$ cat config.mk
export PLATFORM = sky130hd
export DESIGN_NAME = core_top
export DESIGN_NICKNAME = d
export VERILOG_FILES = /design/src/core_pkg.sv /design/src/pipe_if.sv /design/src/pipe_slot.sv /design/src/decode_stage.sv /design/src/execute_stage.sv /design/src/result_stage.sv /design/src/core_top.sv
export VERILOG_INCLUDE_DIRS = /design/src
export SDC_FILE = /design/constraint.sdc
export NUM_CORES = 2
export LEC_CHECK = 0
export BUFFER_PORTS_ARGS = -buffer_cell sky130_fd_sc_hd__buf_2
export CORE_ASPECT_RATIO = 0.9
export CORE_MARGIN = 4
export CORE_UTILIZATION = 50
export CTS_CLUSTER_DIAMETER = 40
export DETAILED_ROUTE_END_ITERATION = 10
export PLACE_DENSITY_LB_ADDON = 0.3
export SLEW_MARGIN = 20
export SYNTH_ARGS = -nofsm -noshare
export SYNTH_HDL_FRONTEND = slang
export SYNTH_SLANG_ARGS = --single-unit
$ cat constraint.sdc
create_clock -name aclk -period 8.7 [get_ports aclk]
set_clock_uncertainty 0.15 [all_clocks]
set_input_delay 0.87 -clock aclk [delete_from_list [all_inputs] [get_ports aclk]]
set_output_delay 0.87 -clock aclk [all_outputs]
set_load 0.03 [all_outputs]
$ cat src/core_config.svh
`ifndef CORE_CONFIG_SVH
`define CORE_CONFIG_SVH

// data path and pc width
`define CORE_XLEN    32
`define CORE_NREGS   32
`define CORE_RADDR_W 5
`define CORE_OP_W    4
`define CORE_IMM_W   12

// low bit of each register field, opcode sits at the top
`define CORE_RD_LSB  23
`define CORE_RJ_LSB  18
`define CORE_RK_LSB  13

`endif

$ cat src/core_pkg.sv
`include "core_config.svh"

package core_pkg;

  // opcode encoding, anything else decodes to OP_NOP
  typedef enum logic [`CORE_OP_W-1:0] {
    OP_ADD  = 0,
    OP_SUB  = 1,
    OP_AND  = 2,
    OP_OR   = 3,
    OP_XOR  = 4,
    OP_SLT  = 5,
    OP_SLTU = 6,
    OP_ADDI = 7,
    OP_NOP  = 15
  } alu_op_e;

  // decode to execute
  typedef struct packed {
    alu_op_e                  op;
    logic [`CORE_XLEN-1:0]    a;
    logic [`CORE_XLEN-1:0]    b;
    logic [`CORE_RADDR_W-1:0] rd;
    logic                     wen;
  } dec_pay_t;

  // execute to result
  typedef struct packed {
    logic [`CORE_XLEN-1:0]    res;
    logic [`CORE_RADDR_W-1:0] rd;
    logic                     wen;
  } exe_pay_t;

  // one bypass source
  typedef struct packed {
    logic                     vld;
    logic [`CORE_RADDR_W-1:0] idx;
    logic [`CORE_XLEN-1:0]    val;
  } fwd_t;

endpackage

$ cat src/pipe_if.sv
`timescale 1ns/10ps
`include "core_config.svh"

interface pipe_if #(
  parameter type PAY_T = logic
) ();

  logic                  valid;
  logic                  ready;
  logic [`CORE_XLEN-1:0] pc;
  PAY_T                  pay;

  modport producer (
    output valid, pc, pay,
    input  ready
  );

  modport consumer (
    input  valid, pc, pay,
    output ready
  );

endinterface

$ cat src/pipe_slot.sv
`timescale 1ns/10ps
`include "core_config.svh"

module pipe_slot #(
  parameter type PAY_T = logic
) (
  input  logic     aclk,
  input  logic     i_arst_n,
  pipe_if.consumer s,
  pipe_if.producer m
);

  logic                  full;
  logic                  take;
  logic [`CORE_XLEN-1:0] pc_q;
  PAY_T                  pay_q;

  // free now, or emptied by the consumer on this edge
  assign s.ready = !full || m.ready;
  assign take    = s.valid && s.ready;

  always_ff @(posedge aclk or negedge i_arst_n) begin
    if (!i_arst_n) begin
      full <= 1'b0;
    end else if (s.ready) begin
      full <= s.valid;
    end
  end

  always_ff @(posedge aclk) begin
    if (take) begin
      pc_q  <= s.pc;
      pay_q <= s.pay;
    end
  end

  assign m.valid = full;
  assign m.pc    = pc_q;
  assign m.pay   = pay_q;

  // a stalled offer must not change under the slot
  a_hold_stable: assert property (
    @(posedge aclk) disable iff (!i_arst_n)
      s.valid && !s.ready |=> s.valid && $stable(s.pc) && $stable(s.pay)
  );

endmodule

$ cat src/decode_stage.sv
`timescale 1ns/10ps
`include "core_config.svh"

module decode_stage (
  input  logic                     aclk,
  input  logic                     i_arst_n,
  input  logic                     i_inst_valid,
  input  logic [`CORE_XLEN-1:0]    i_inst,
  input  logic [`CORE_XLEN-1:0]    i_pc,
  output logic                     o_inst_ready,
  output logic [`CORE_RADDR_W-1:0] o_rs1_idx,
  output logic [`CORE_RADDR_W-1:0] o_rs2_idx,
  input  logic [`CORE_XLEN-1:0]    i_rs1_data,
  input  logic [`CORE_XLEN-1:0]    i_rs2_data,
  input  core_pkg::fwd_t           i_fwd_alu,
  input  core_pkg::fwd_t           i_fwd_exe,
  input  core_pkg::fwd_t           i_fwd_res,
  pipe_if.producer                 m
);

  import core_pkg::*;

  logic [`CORE_OP_W-1:0]    f_op;
  logic [`CORE_RADDR_W-1:0] f_rd;
  logic [`CORE_RADDR_W-1:0] f_rj;
  logic [`CORE_RADDR_W-1:0] f_rk;
  logic [`CORE_IMM_W-1:0]   f_imm;
  logic [`CORE_XLEN-1:0]    imm_ext;
  dec_pay_t                 dec_pay;

  pipe_if #(.PAY_T(dec_pay_t)) dec_in ();

  // youngest matching source wins, r0 is never bypassed
  function automatic logic [`CORE_XLEN-1:0] fwd_pick(
    input logic [`CORE_RADDR_W-1:0] idx,
    input logic [`CORE_XLEN-1:0]    rf_val
  );
    if (idx == '0) begin
      fwd_pick = '0;
    end else if (i_fwd_alu.vld && i_fwd_alu.idx == idx) begin
      fwd_pick = i_fwd_alu.val;
    end else if (i_fwd_exe.vld && i_fwd_exe.idx == idx) begin
      fwd_pick = i_fwd_exe.val;
    end else if (i_fwd_res.vld && i_fwd_res.idx == idx) begin
      fwd_pick = i_fwd_res.val;
    end else begin
      fwd_pick = rf_val;
    end
  endfunction

  assign f_op    = i_inst[`CORE_XLEN-1 -: `CORE_OP_W];
  assign f_rd    = i_inst[`CORE_RD_LSB +: `CORE_RADDR_W];
  assign f_rj    = i_inst[`CORE_RJ_LSB +: `CORE_RADDR_W];
  assign f_rk    = i_inst[`CORE_RK_LSB +: `CORE_RADDR_W];
  assign f_imm   = i_inst[`CORE_IMM_W-1:0];
  assign imm_ext = {{(`CORE_XLEN-`CORE_IMM_W){f_imm[`CORE_IMM_W-1]}}, f_imm};

  assign o_rs1_idx = f_rj;
  assign o_rs2_idx = f_rk;

  always_comb begin
    case (f_op)
      OP_ADD, OP_SUB, OP_AND, OP_OR, OP_XOR, OP_SLT, OP_SLTU, OP_ADDI: begin
        dec_pay.op  = alu_op_e'(f_op);
        dec_pay.wen = (f_rd != '0);
      end
      default: begin
        dec_pay.op  = OP_NOP;
        dec_pay.wen = 1'b0;
      end
    endcase
    dec_pay.rd = f_rd;
    dec_pay.a  = fwd_pick(f_rj, i_rs1_data);
    // ADDI takes the immediate in place of rk
    if (f_op == OP_ADDI) begin
      dec_pay.b = imm_ext;
    end else begin
      dec_pay.b = fwd_pick(f_rk, i_rs2_data);
    end
  end

  assign dec_in.valid = i_inst_valid;
  assign dec_in.pc    = i_pc;
  assign dec_in.pay   = dec_pay;
  assign o_inst_ready = dec_in.ready;

  pipe_slot #(.PAY_T(dec_pay_t)) u_dec_slot (
    .aclk     (aclk),
    .i_arst_n (i_arst_n),
    .s        (dec_in),
    .m        (m)
  );

endmodule

$ cat src/execute_stage.sv
`timescale 1ns/10ps
`include "core_config.svh"

module execute_stage (
  input  logic           aclk,
  input  logic           i_arst_n,
  pipe_if.consumer       s,
  pipe_if.producer       m,
  output core_pkg::fwd_t o_fwd_alu,
  output core_pkg::fwd_t o_fwd_exe
);

  import core_pkg::*;

  logic [`CORE_XLEN-1:0] alu_res;
  exe_pay_t              exe_pay;

  pipe_if #(.PAY_T(exe_pay_t)) exe_in ();

  always_comb begin
    case (s.pay.op)
      OP_ADD, OP_ADDI: alu_res = s.pay.a + s.pay.b;
      OP_SUB:          alu_res = s.pay.a - s.pay.b;
      OP_AND:          alu_res = s.pay.a & s.pay.b;
      OP_OR:           alu_res = s.pay.a | s.pay.b;
      OP_XOR:          alu_res = s.pay.a ^ s.pay.b;
      OP_SLT: begin
        alu_res = {{(`CORE_XLEN-1){1'b0}}, $signed(s.pay.a) < $signed(s.pay.b)};
      end
      OP_SLTU: begin
        alu_res = {{(`CORE_XLEN-1){1'b0}}, s.pay.a < s.pay.b};
      end
      default:         alu_res = '0;
    endcase
  end

  assign exe_pay.res = alu_res;
  assign exe_pay.rd  = s.pay.rd;
  assign exe_pay.wen = s.pay.wen;

  assign exe_in.valid = s.valid;
  assign exe_in.pc    = s.pc;
  assign exe_in.pay   = exe_pay;
  assign s.ready      = exe_in.ready;

  pipe_slot #(.PAY_T(exe_pay_t)) u_exe_slot (
    .aclk     (aclk),
    .i_arst_n (i_arst_n),
    .s        (exe_in),
    .m        (m)
  );

  // bypass from the alu and from the slot behind it
  assign o_fwd_alu.vld = s.valid && s.pay.wen;
  assign o_fwd_alu.idx = s.pay.rd;
  assign o_fwd_alu.val = alu_res;

  assign o_fwd_exe.vld = m.valid && m.pay.wen;
  assign o_fwd_exe.idx = m.pay.rd;
  assign o_fwd_exe.val = m.pay.res;

endmodule

$ cat src/result_stage.sv
`timescale 1ns/10ps
`include "core_config.svh"

module result_stage (
  input  logic                     aclk,
  input  logic                     i_arst_n,
  pipe_if.consumer                 s,
  input  logic [`CORE_RADDR_W-1:0] i_rs1_idx,
  input  logic [`CORE_RADDR_W-1:0] i_rs2_idx,
  output logic [`CORE_XLEN-1:0]    o_rs1_data,
  output logic [`CORE_XLEN-1:0]    o_rs2_data,
  output core_pkg::fwd_t           o_fwd_res,
  input  logic                     i_wb_ready,
  output logic                     o_wb_valid,
  output logic [`CORE_XLEN-1:0]    o_wb_pc,
  output logic                     o_wb_rf_wen,
  output logic [`CORE_RADDR_W-1:0] o_wb_rf_wnum,
  output logic [`CORE_XLEN-1:0]    o_wb_rf_wdata
);

  logic [`CORE_XLEN-1:0] rf_q [`CORE_NREGS];
  logic                  retire;

  // writeback consumer is the only back-pressure source
  assign s.ready = i_wb_ready;
  assign retire  = s.valid && i_wb_ready;

  assign o_wb_valid    = s.valid;
  assign o_wb_pc       = s.pc;
  assign o_wb_rf_wen   = s.pay.wen;
  assign o_wb_rf_wnum  = s.pay.rd;
  assign o_wb_rf_wdata = s.pay.res;

  // registers come up as zero
  always_ff @(posedge aclk or negedge i_arst_n) begin
    if (!i_arst_n) begin
      for (int i = 0; i < `CORE_NREGS; i++) begin
        rf_q[i] <= '0;
      end
    end else if (retire && s.pay.wen) begin
      rf_q[s.pay.rd] <= s.pay.res;
    end
  end

  assign o_rs1_data = (i_rs1_idx == '0) ? '0 : rf_q[i_rs1_idx];
  assign o_rs2_data = (i_rs2_idx == '0) ? '0 : rf_q[i_rs2_idx];

  // retiring entry, not yet visible in rf_q
  assign o_fwd_res.vld = s.valid && s.pay.wen;
  assign o_fwd_res.idx = s.pay.rd;
  assign o_fwd_res.val = s.pay.res;

  // decode must have cleared the write flag for rd of zero
  a_no_r0_write: assert property (
    @(posedge aclk) disable iff (!i_arst_n)
      retire && s.pay.wen |-> s.pay.rd != '0
  );

endmodule

$ cat src/core_top.sv
`timescale 1ns/10ps
`include "core_config.svh"

module core_top (
  input  logic                     aclk,
  input  logic                     i_arst_n,
  input  logic                     i_inst_valid,
  input  logic [`CORE_XLEN-1:0]    i_inst,
  input  logic [`CORE_XLEN-1:0]    i_pc,
  output logic                     o_inst_ready,
  input  logic                     i_wb_ready,
  output logic                     o_wb_valid,
  output logic [`CORE_XLEN-1:0]    o_wb_pc,
  output logic                     o_wb_rf_wen,
  output logic [`CORE_RADDR_W-1:0] o_wb_rf_wnum,
  output logic [`CORE_XLEN-1:0]    o_wb_rf_wdata
);

  import core_pkg::*;

  logic [`CORE_RADDR_W-1:0] rs1_idx;
  logic [`CORE_RADDR_W-1:0] rs2_idx;
  logic [`CORE_XLEN-1:0]    rs1_data;
  logic [`CORE_XLEN-1:0]    rs2_data;
  fwd_t                     fwd_alu;
  fwd_t                     fwd_exe;
  fwd_t                     fwd_res;

  pipe_if #(.PAY_T(dec_pay_t)) dec_to_exe ();
  pipe_if #(.PAY_T(exe_pay_t)) exe_to_res ();

  decode_stage u_decode (
    .aclk         (aclk),
    .i_arst_n     (i_arst_n),
    .i_inst_valid (i_inst_valid),
    .i_inst       (i_inst),
    .i_pc         (i_pc),
    .o_inst_ready (o_inst_ready),
    .o_rs1_idx    (rs1_idx),
    .o_rs2_idx    (rs2_idx),
    .i_rs1_data   (rs1_data),
    .i_rs2_data   (rs2_data),
    .i_fwd_alu    (fwd_alu),
    .i_fwd_exe    (fwd_exe),
    .i_fwd_res    (fwd_res),
    .m            (dec_to_exe)
  );

  execute_stage u_execute (
    .aclk      (aclk),
    .i_arst_n  (i_arst_n),
    .s         (dec_to_exe),
    .m         (exe_to_res),
    .o_fwd_alu (fwd_alu),
    .o_fwd_exe (fwd_exe)
  );

  result_stage u_result (
    .aclk          (aclk),
    .i_arst_n      (i_arst_n),
    .s             (exe_to_res),
    .i_rs1_idx     (rs1_idx),
    .i_rs2_idx     (rs2_idx),
    .o_rs1_data    (rs1_data),
    .o_rs2_data    (rs2_data),
    .o_fwd_res     (fwd_res),
    .i_wb_ready    (i_wb_ready),
    .o_wb_valid    (o_wb_valid),
    .o_wb_pc       (o_wb_pc),
    .o_wb_rf_wen   (o_wb_rf_wen),
    .o_wb_rf_wnum  (o_wb_rf_wnum),
    .o_wb_rf_wdata (o_wb_rf_wdata)
  );

endmodule

==> reports/results.txt <==
The top flip-flop cell by instance count after synthesis is sky130_fd_sc_hd__dfrtp_1. The run gives 0 as the final number of hold-violating endpoints. The clock tree root buffer cell was sky130_fd_sc_hd__clkbuf_16.

The count of nets after finishing came out at 4,648. The initial core utilization was 0.5045. The peak-usage layer in the global routing report is met2. Setup slack on the worst reg-to-reg path comes out at 4.14 ns. For the worst flop-to-flop path, the logic depth is 12. The number of buffers on the longest clock path came out at 3. The worst-path maximum fanout is 12, and the count of filler cells inserted in the layout is 10.25k. Clock-pin slew was measured on the worst setup and hold paths at 0.06 ns.

Synthesis handed over a netlist of 4,507 instances. The logs give 3.842 ns for the worst setup slack after placement and 0 for the hold buffer count at CTS. The logs give 6,026 for the cell count after placement and 33.13 nW for the static leakage power. Before antenna repair, the detailed router went through 7 iterations. The run gives 0.03096 sq mm as the register cell area after layout.

For the sequential fraction of the synthesis area, the log shows 0.4667. The width of the chip came out at 391.9 microns. The fraction of met2 tracks used by global routing was 0.4299; the sum of negative setup slack was 0 ns. The number of levels the H-tree was split into is 4, and the CTS buffer count is 167.

TritonCTS built the clock tree. The initialized floorplan defines 126 standard-cell rows. STA classifies the critical path endpoint as a flop. The initial antenna violation count was 2.

The number of port buffers was 138. For the max-capacitance violation count, the log shows 0. The number of pins with negative max-slew slack in the final report is 0. The top cell types in the final layout, fill and taps aside, are sky130_fd_sc_hd__dfrtp_1, sky130_fd_sc_hd__mux2_2, sky130_fd_sc_hd__mux4_2, sky130_fd_sc_hd__clkbuf_16, sky130_fd_sc_hd__edfxtp_1.

The average footprint of a synthesized cell came out at 14.72 sq um. The global routing met3 resource utilization was 0.07022; the aggregate global-route resource usage was 0.2791. The floorplan die height was 353.5 microns; the growth of design area from synthesis to finish was 12.43%. The total setup violations reported at the end of the flow was 0; the worst slew slack as a fraction of its limit was 0.1978.

For this run, the number of Yosys warnings is 0. For this design the ratio of total power to cell area is 232.4 mW/mm^2. In this run, post-CTS repair resized a total of 0 instances. The number of cells in the finished layout apart from fillers was 6,343.

The tools report the number of global-route vias before repair as 43.21k. The first global-routing pass estimated 286.3 mm of wire. The worst register-to-register path ends at u_decode.u_dec_slot.m.pay[30].

Counting flops with a built-in enable in the synthesized netlist gives 176. The class of the most critical setup path is reg2reg. Launch instance of the worst register-to-register path: u_decode.u_dec_slot.m.pay[48]. Counting every net in the synthesized netlist gives 4,684. Pin placement for this block handled 140 I/O pins.

The synthesized netlist contains 81 unique library cells. The most frequent standard cell in the layout excluding fill and tap cells is sky130_fd_sc_hd__dfrtp_1. The routed wire length per instance works out to 30.49 microns.

The clock latency at the later pin of the worst-skew pair was 0.77 ns. In this run, synthesis produced a sequential element count of 1,202. The multi-input combinational cells in the finished layout cover a total of 0.03359 sq mm. Dividing the detail-routed via count by the number of cells gives 6.770.

Path class of the lowest-slack min-delay path: in2async. The fraction of the cycle the final worst path needs was 0.5244; the met1 demand-to-capacity share in global routing was 0.3892. The run gives 9.00 ns as the critical path required time. The floorplan step defined a core boundary enclosing 0.1315 sq mm.

The die covers 0.1386 sq mm. The synthesized cell area is 0.06633 sq mm. Setup repair after global routing left no endpoint under its margin. Entering global routing, the biggest net connects 177 pins.

The flow ran to the end, and the final reports show no timing, DRC or antenna violations. For the finished layout, the period the worst path requires is 4.563 ns. For this run, the top clock speed supported by timing is 219.2 MHz. The number of buffers added for setup after CTS is 0. The origin of the worst setup path is u_decode.u_dec_slot.m.pay[48]. The first routing iteration left 4,538 violations.

The worst supply voltage drop on vdd is 0.0001630 V, and the final worst setup slack is 4.137 ns. Counting every sink on the clock net gives 1,202. The detail route stage leaves a number of antenna-violating nets equal to 0. In this run the worst setup path terminates at u_decode.u_dec_slot.m.pay[30]. The launching element type of the critical path was a flop.

The final layout contains routed wiring with a total length of 193.4 mm. Detailed routing inserted a total of 42.95k vias. In the routed design, unresolved DRC markers number 0.

For the pin with the worst max-slew slack, the measured transition is 1.203 ns. After global routing the overflow that remains totals 0. After legalization and detailed placement, the total HPWL measured 106.4 mm. The share of synthesized flip-flops with an asynchronous set or reset is 0.8536, and the final weighted congestion in routability-driven placement is 0.9314.

The ratio of cells with drive above 1 in the final layout came out at 0.4883. Data on the critical path arrives at its endpoint at 4.86 ns.
[sequential cells by signal (all words and copies together) (netlist names)]
signal / cells
u_decode.u_dec_slot.m.pay: 74
u_decode.u_dec_slot.m.pc: 32
u_decode.u_dec_slot.m.valid: 1
u_execute.u_exe_slot.m.pay: 38
u_execute.u_exe_slot.m.pc: 32
u_execute.u_exe_slot.m.valid: 1
u_result.rf_q: 1024
[routing by layer]
metal	routed length (microns)	up-vias	part of all wire
met5	23	-	0.00012
met4	6806	2	0.035
met3	18270	447	0.094
met2	89770	2045	0.46
met1	78500	22957	0.41
li1	-	17494	-
[metrics by stage]
step	hold slack (ns)	power (W)	utilization	area, sq um
after floorplan	0.2503	0.009372	-	66330
after global placement	0.2508	0.01021	0.5222	68660
after detailed placement	0.2545	0.01032	0.5224	68680
after CTS	0.009049	0.01738	0.5667	74520
after global routing	0.06458	0.01800	0.5672	74580
final	0.01844	0.01734	0.5672	74580
[worst min path at each step]
stage / cells past startpoint / end / slack, ns
4_1_cts: 1 / u_result.rf_q[562] / 0.009
6_report: 1 / u_result.rf_q[82] / 0.02
5_1_grt: 1 / u_result.rf_q[82] / 0.06
2_1_floorplan: 0 / u_execute.u_exe_slot.m.pc[0] / 0.25
3_5_place_dp: 0 / u_execute.u_exe_slot.m.pc[22] / 0.25
3_3_place_gp: 0 / u_execute.u_exe_slot.m.pc[28] / 0.25
[synth_stat cells, types with 5 or more instances]
library cell / instances / share of area
sky130_fd_sc_hd__dfrtp_1: 1026 / 0.39
sky130_fd_sc_hd__mux2_2: 1025 / 0.17
sky130_fd_sc_hd__mux4_2: 640 / 0.22
sky130_fd_sc_hd__clkbuf_1: 301 / 0.017
sky130_fd_sc_hd__edfxtp_1: 176 / 0.080
sky130_fd_sc_hd__nand2_1: 168 / 0.0095
sky130_fd_sc_hd__buf_1: 125 / 0.0071
sky130_fd_sc_hd__a21oi_1: 113 / 0.0085
sky130_fd_sc_hd__inv_1: 112 / 0.0063
sky130_fd_sc_hd__ha_1: 107 / 0.020
sky130_fd_sc_hd__nor2_1: 102 / 0.0058
sky130_fd_sc_hd__o21ai_0: 101 / 0.0076
sky130_fd_sc_hd__mux2i_1: 68 / 0.010
sky130_fd_sc_hd__o211ai_1: 44 / 0.0050
sky130_fd_sc_hd__o221ai_1: 25 / 0.0033
sky130_fd_sc_hd__nand2b_1: 21 / 0.0020
sky130_fd_sc_hd__nand3_1: 21 / 0.0016
sky130_fd_sc_hd__a211oi_1: 20 / 0.0023
sky130_fd_sc_hd__nor3_1: 19 / 0.0014
sky130_fd_sc_hd__o31ai_1: 19 / 0.0022
sky130_fd_sc_hd__o22ai_1: 17 / 0.0016
sky130_fd_sc_hd__a21o_1: 15 / 0.0017
sky130_fd_sc_hd__xor2_1: 14 / 0.0018
sky130_fd_sc_hd__o21bai_1: 13 / 0.0015
sky130_fd_sc_hd__nand4_1: 12 / 0.0011
sky130_fd_sc_hd__or2_2: 12 / 0.0011
sky130_fd_sc_hd__a221oi_1: 11 / 0.0015
sky130_fd_sc_hd__nor4_1: 11 / 0.0010
sky130_fd_sc_hd__a31oi_1: 10 / 0.00094
sky130_fd_sc_hd__and2_1: 10 / 0.00094
sky130_fd_sc_hd__and3_1: 10 / 0.00094
sky130_fd_sc_hd__xnor2_1: 9 / 0.0012
sky130_fd_sc_hd__a22oi_1: 8 / 0.00091
sky130_fd_sc_hd__or3_1: 8 / 0.00075
sky130_fd_sc_hd__a211o_1: 7 / 0.00092
sky130_fd_sc_hd__a21boi_0: 6 / 0.00068
sky130_fd_sc_hd__a221o_1: 6 / 0.00091
sky130_fd_sc_hd__or4_1: 6 / 0.00068
sky130_fd_sc_hd__a311oi_1: 5 / 0.00066
sky130_fd_sc_hd__buf_2: 5 / 0.00038
sky130_fd_sc_hd__nor2b_1: 5 / 0.00047
sky130_fd_sc_hd__nor3b_1: 5 / 0.00057
[cell type report]
type                            count  share of cell area
Antenna cell                        1          0.00003355
Clock buffer                      212             0.06330
Clock inverter                    100             0.01493
Inverter                          113            0.005687
Multi-Input combinational cell   2759              0.4504
Sequential cell                  1202              0.4151
Tap cell                         1728             0.02899
Timing Repair Buffer              228             0.02159
[worst max-delay path, stage by stage (launching register included)]
cell and delay, ns:
sky130_fd_sc_hd__edfxtp_1 0.40, sky130_fd_sc_hd__inv_1 0.06, sky130_fd_sc_hd__ha_1 0.52, sky130_fd_sc_hd__o211ai_1 0.17
sky130_fd_sc_hd__or2_2 0.31, sky130_fd_sc_hd__o31ai_2 0.54, sky130_fd_sc_hd__a41o_1 0.34, sky130_fd_sc_hd__a41o_1 0.29
sky130_fd_sc_hd__a21oi_1 0.13, sky130_fd_sc_hd__o21ai_1 0.17, sky130_fd_sc_hd__mux2_2 0.35, sky130_fd_sc_hd__a222oi_1 0.57
sky130_fd_sc_hd__o221ai_1 0.23
[where the power goes]
part	internal, W	total (W)	switching [W]
logic	0.00166	0.00323	0.00157
registers	0.00650	0.00706	0.000551
clock network	0.00432	0.00705	0.00273
total	0.0125	0.0173	0.00485
[logic make-up (layout without fill, tap and decap cells)]
logic type | Yosys count | in the layout | synth area share
multiplexers | 1734 | 1734 | 0.4017
buffers and inverters | 546 | 653 | 0.03116
AND/OR/NAND/NOR | 426 | 426 | 0.03001
other | 0 | 1 | 0
flip-flops | 1202 | 1202 | 0.4667
XOR/XNOR | 23 | 23 | 0.003037
AO/OA/AOI/OAI | 467 | 467 | 0.04655
adder cells (fa/ha/maj) | 109 | 109 | 0.02079
Note: power is estimated with default switching activity, not from simulation.
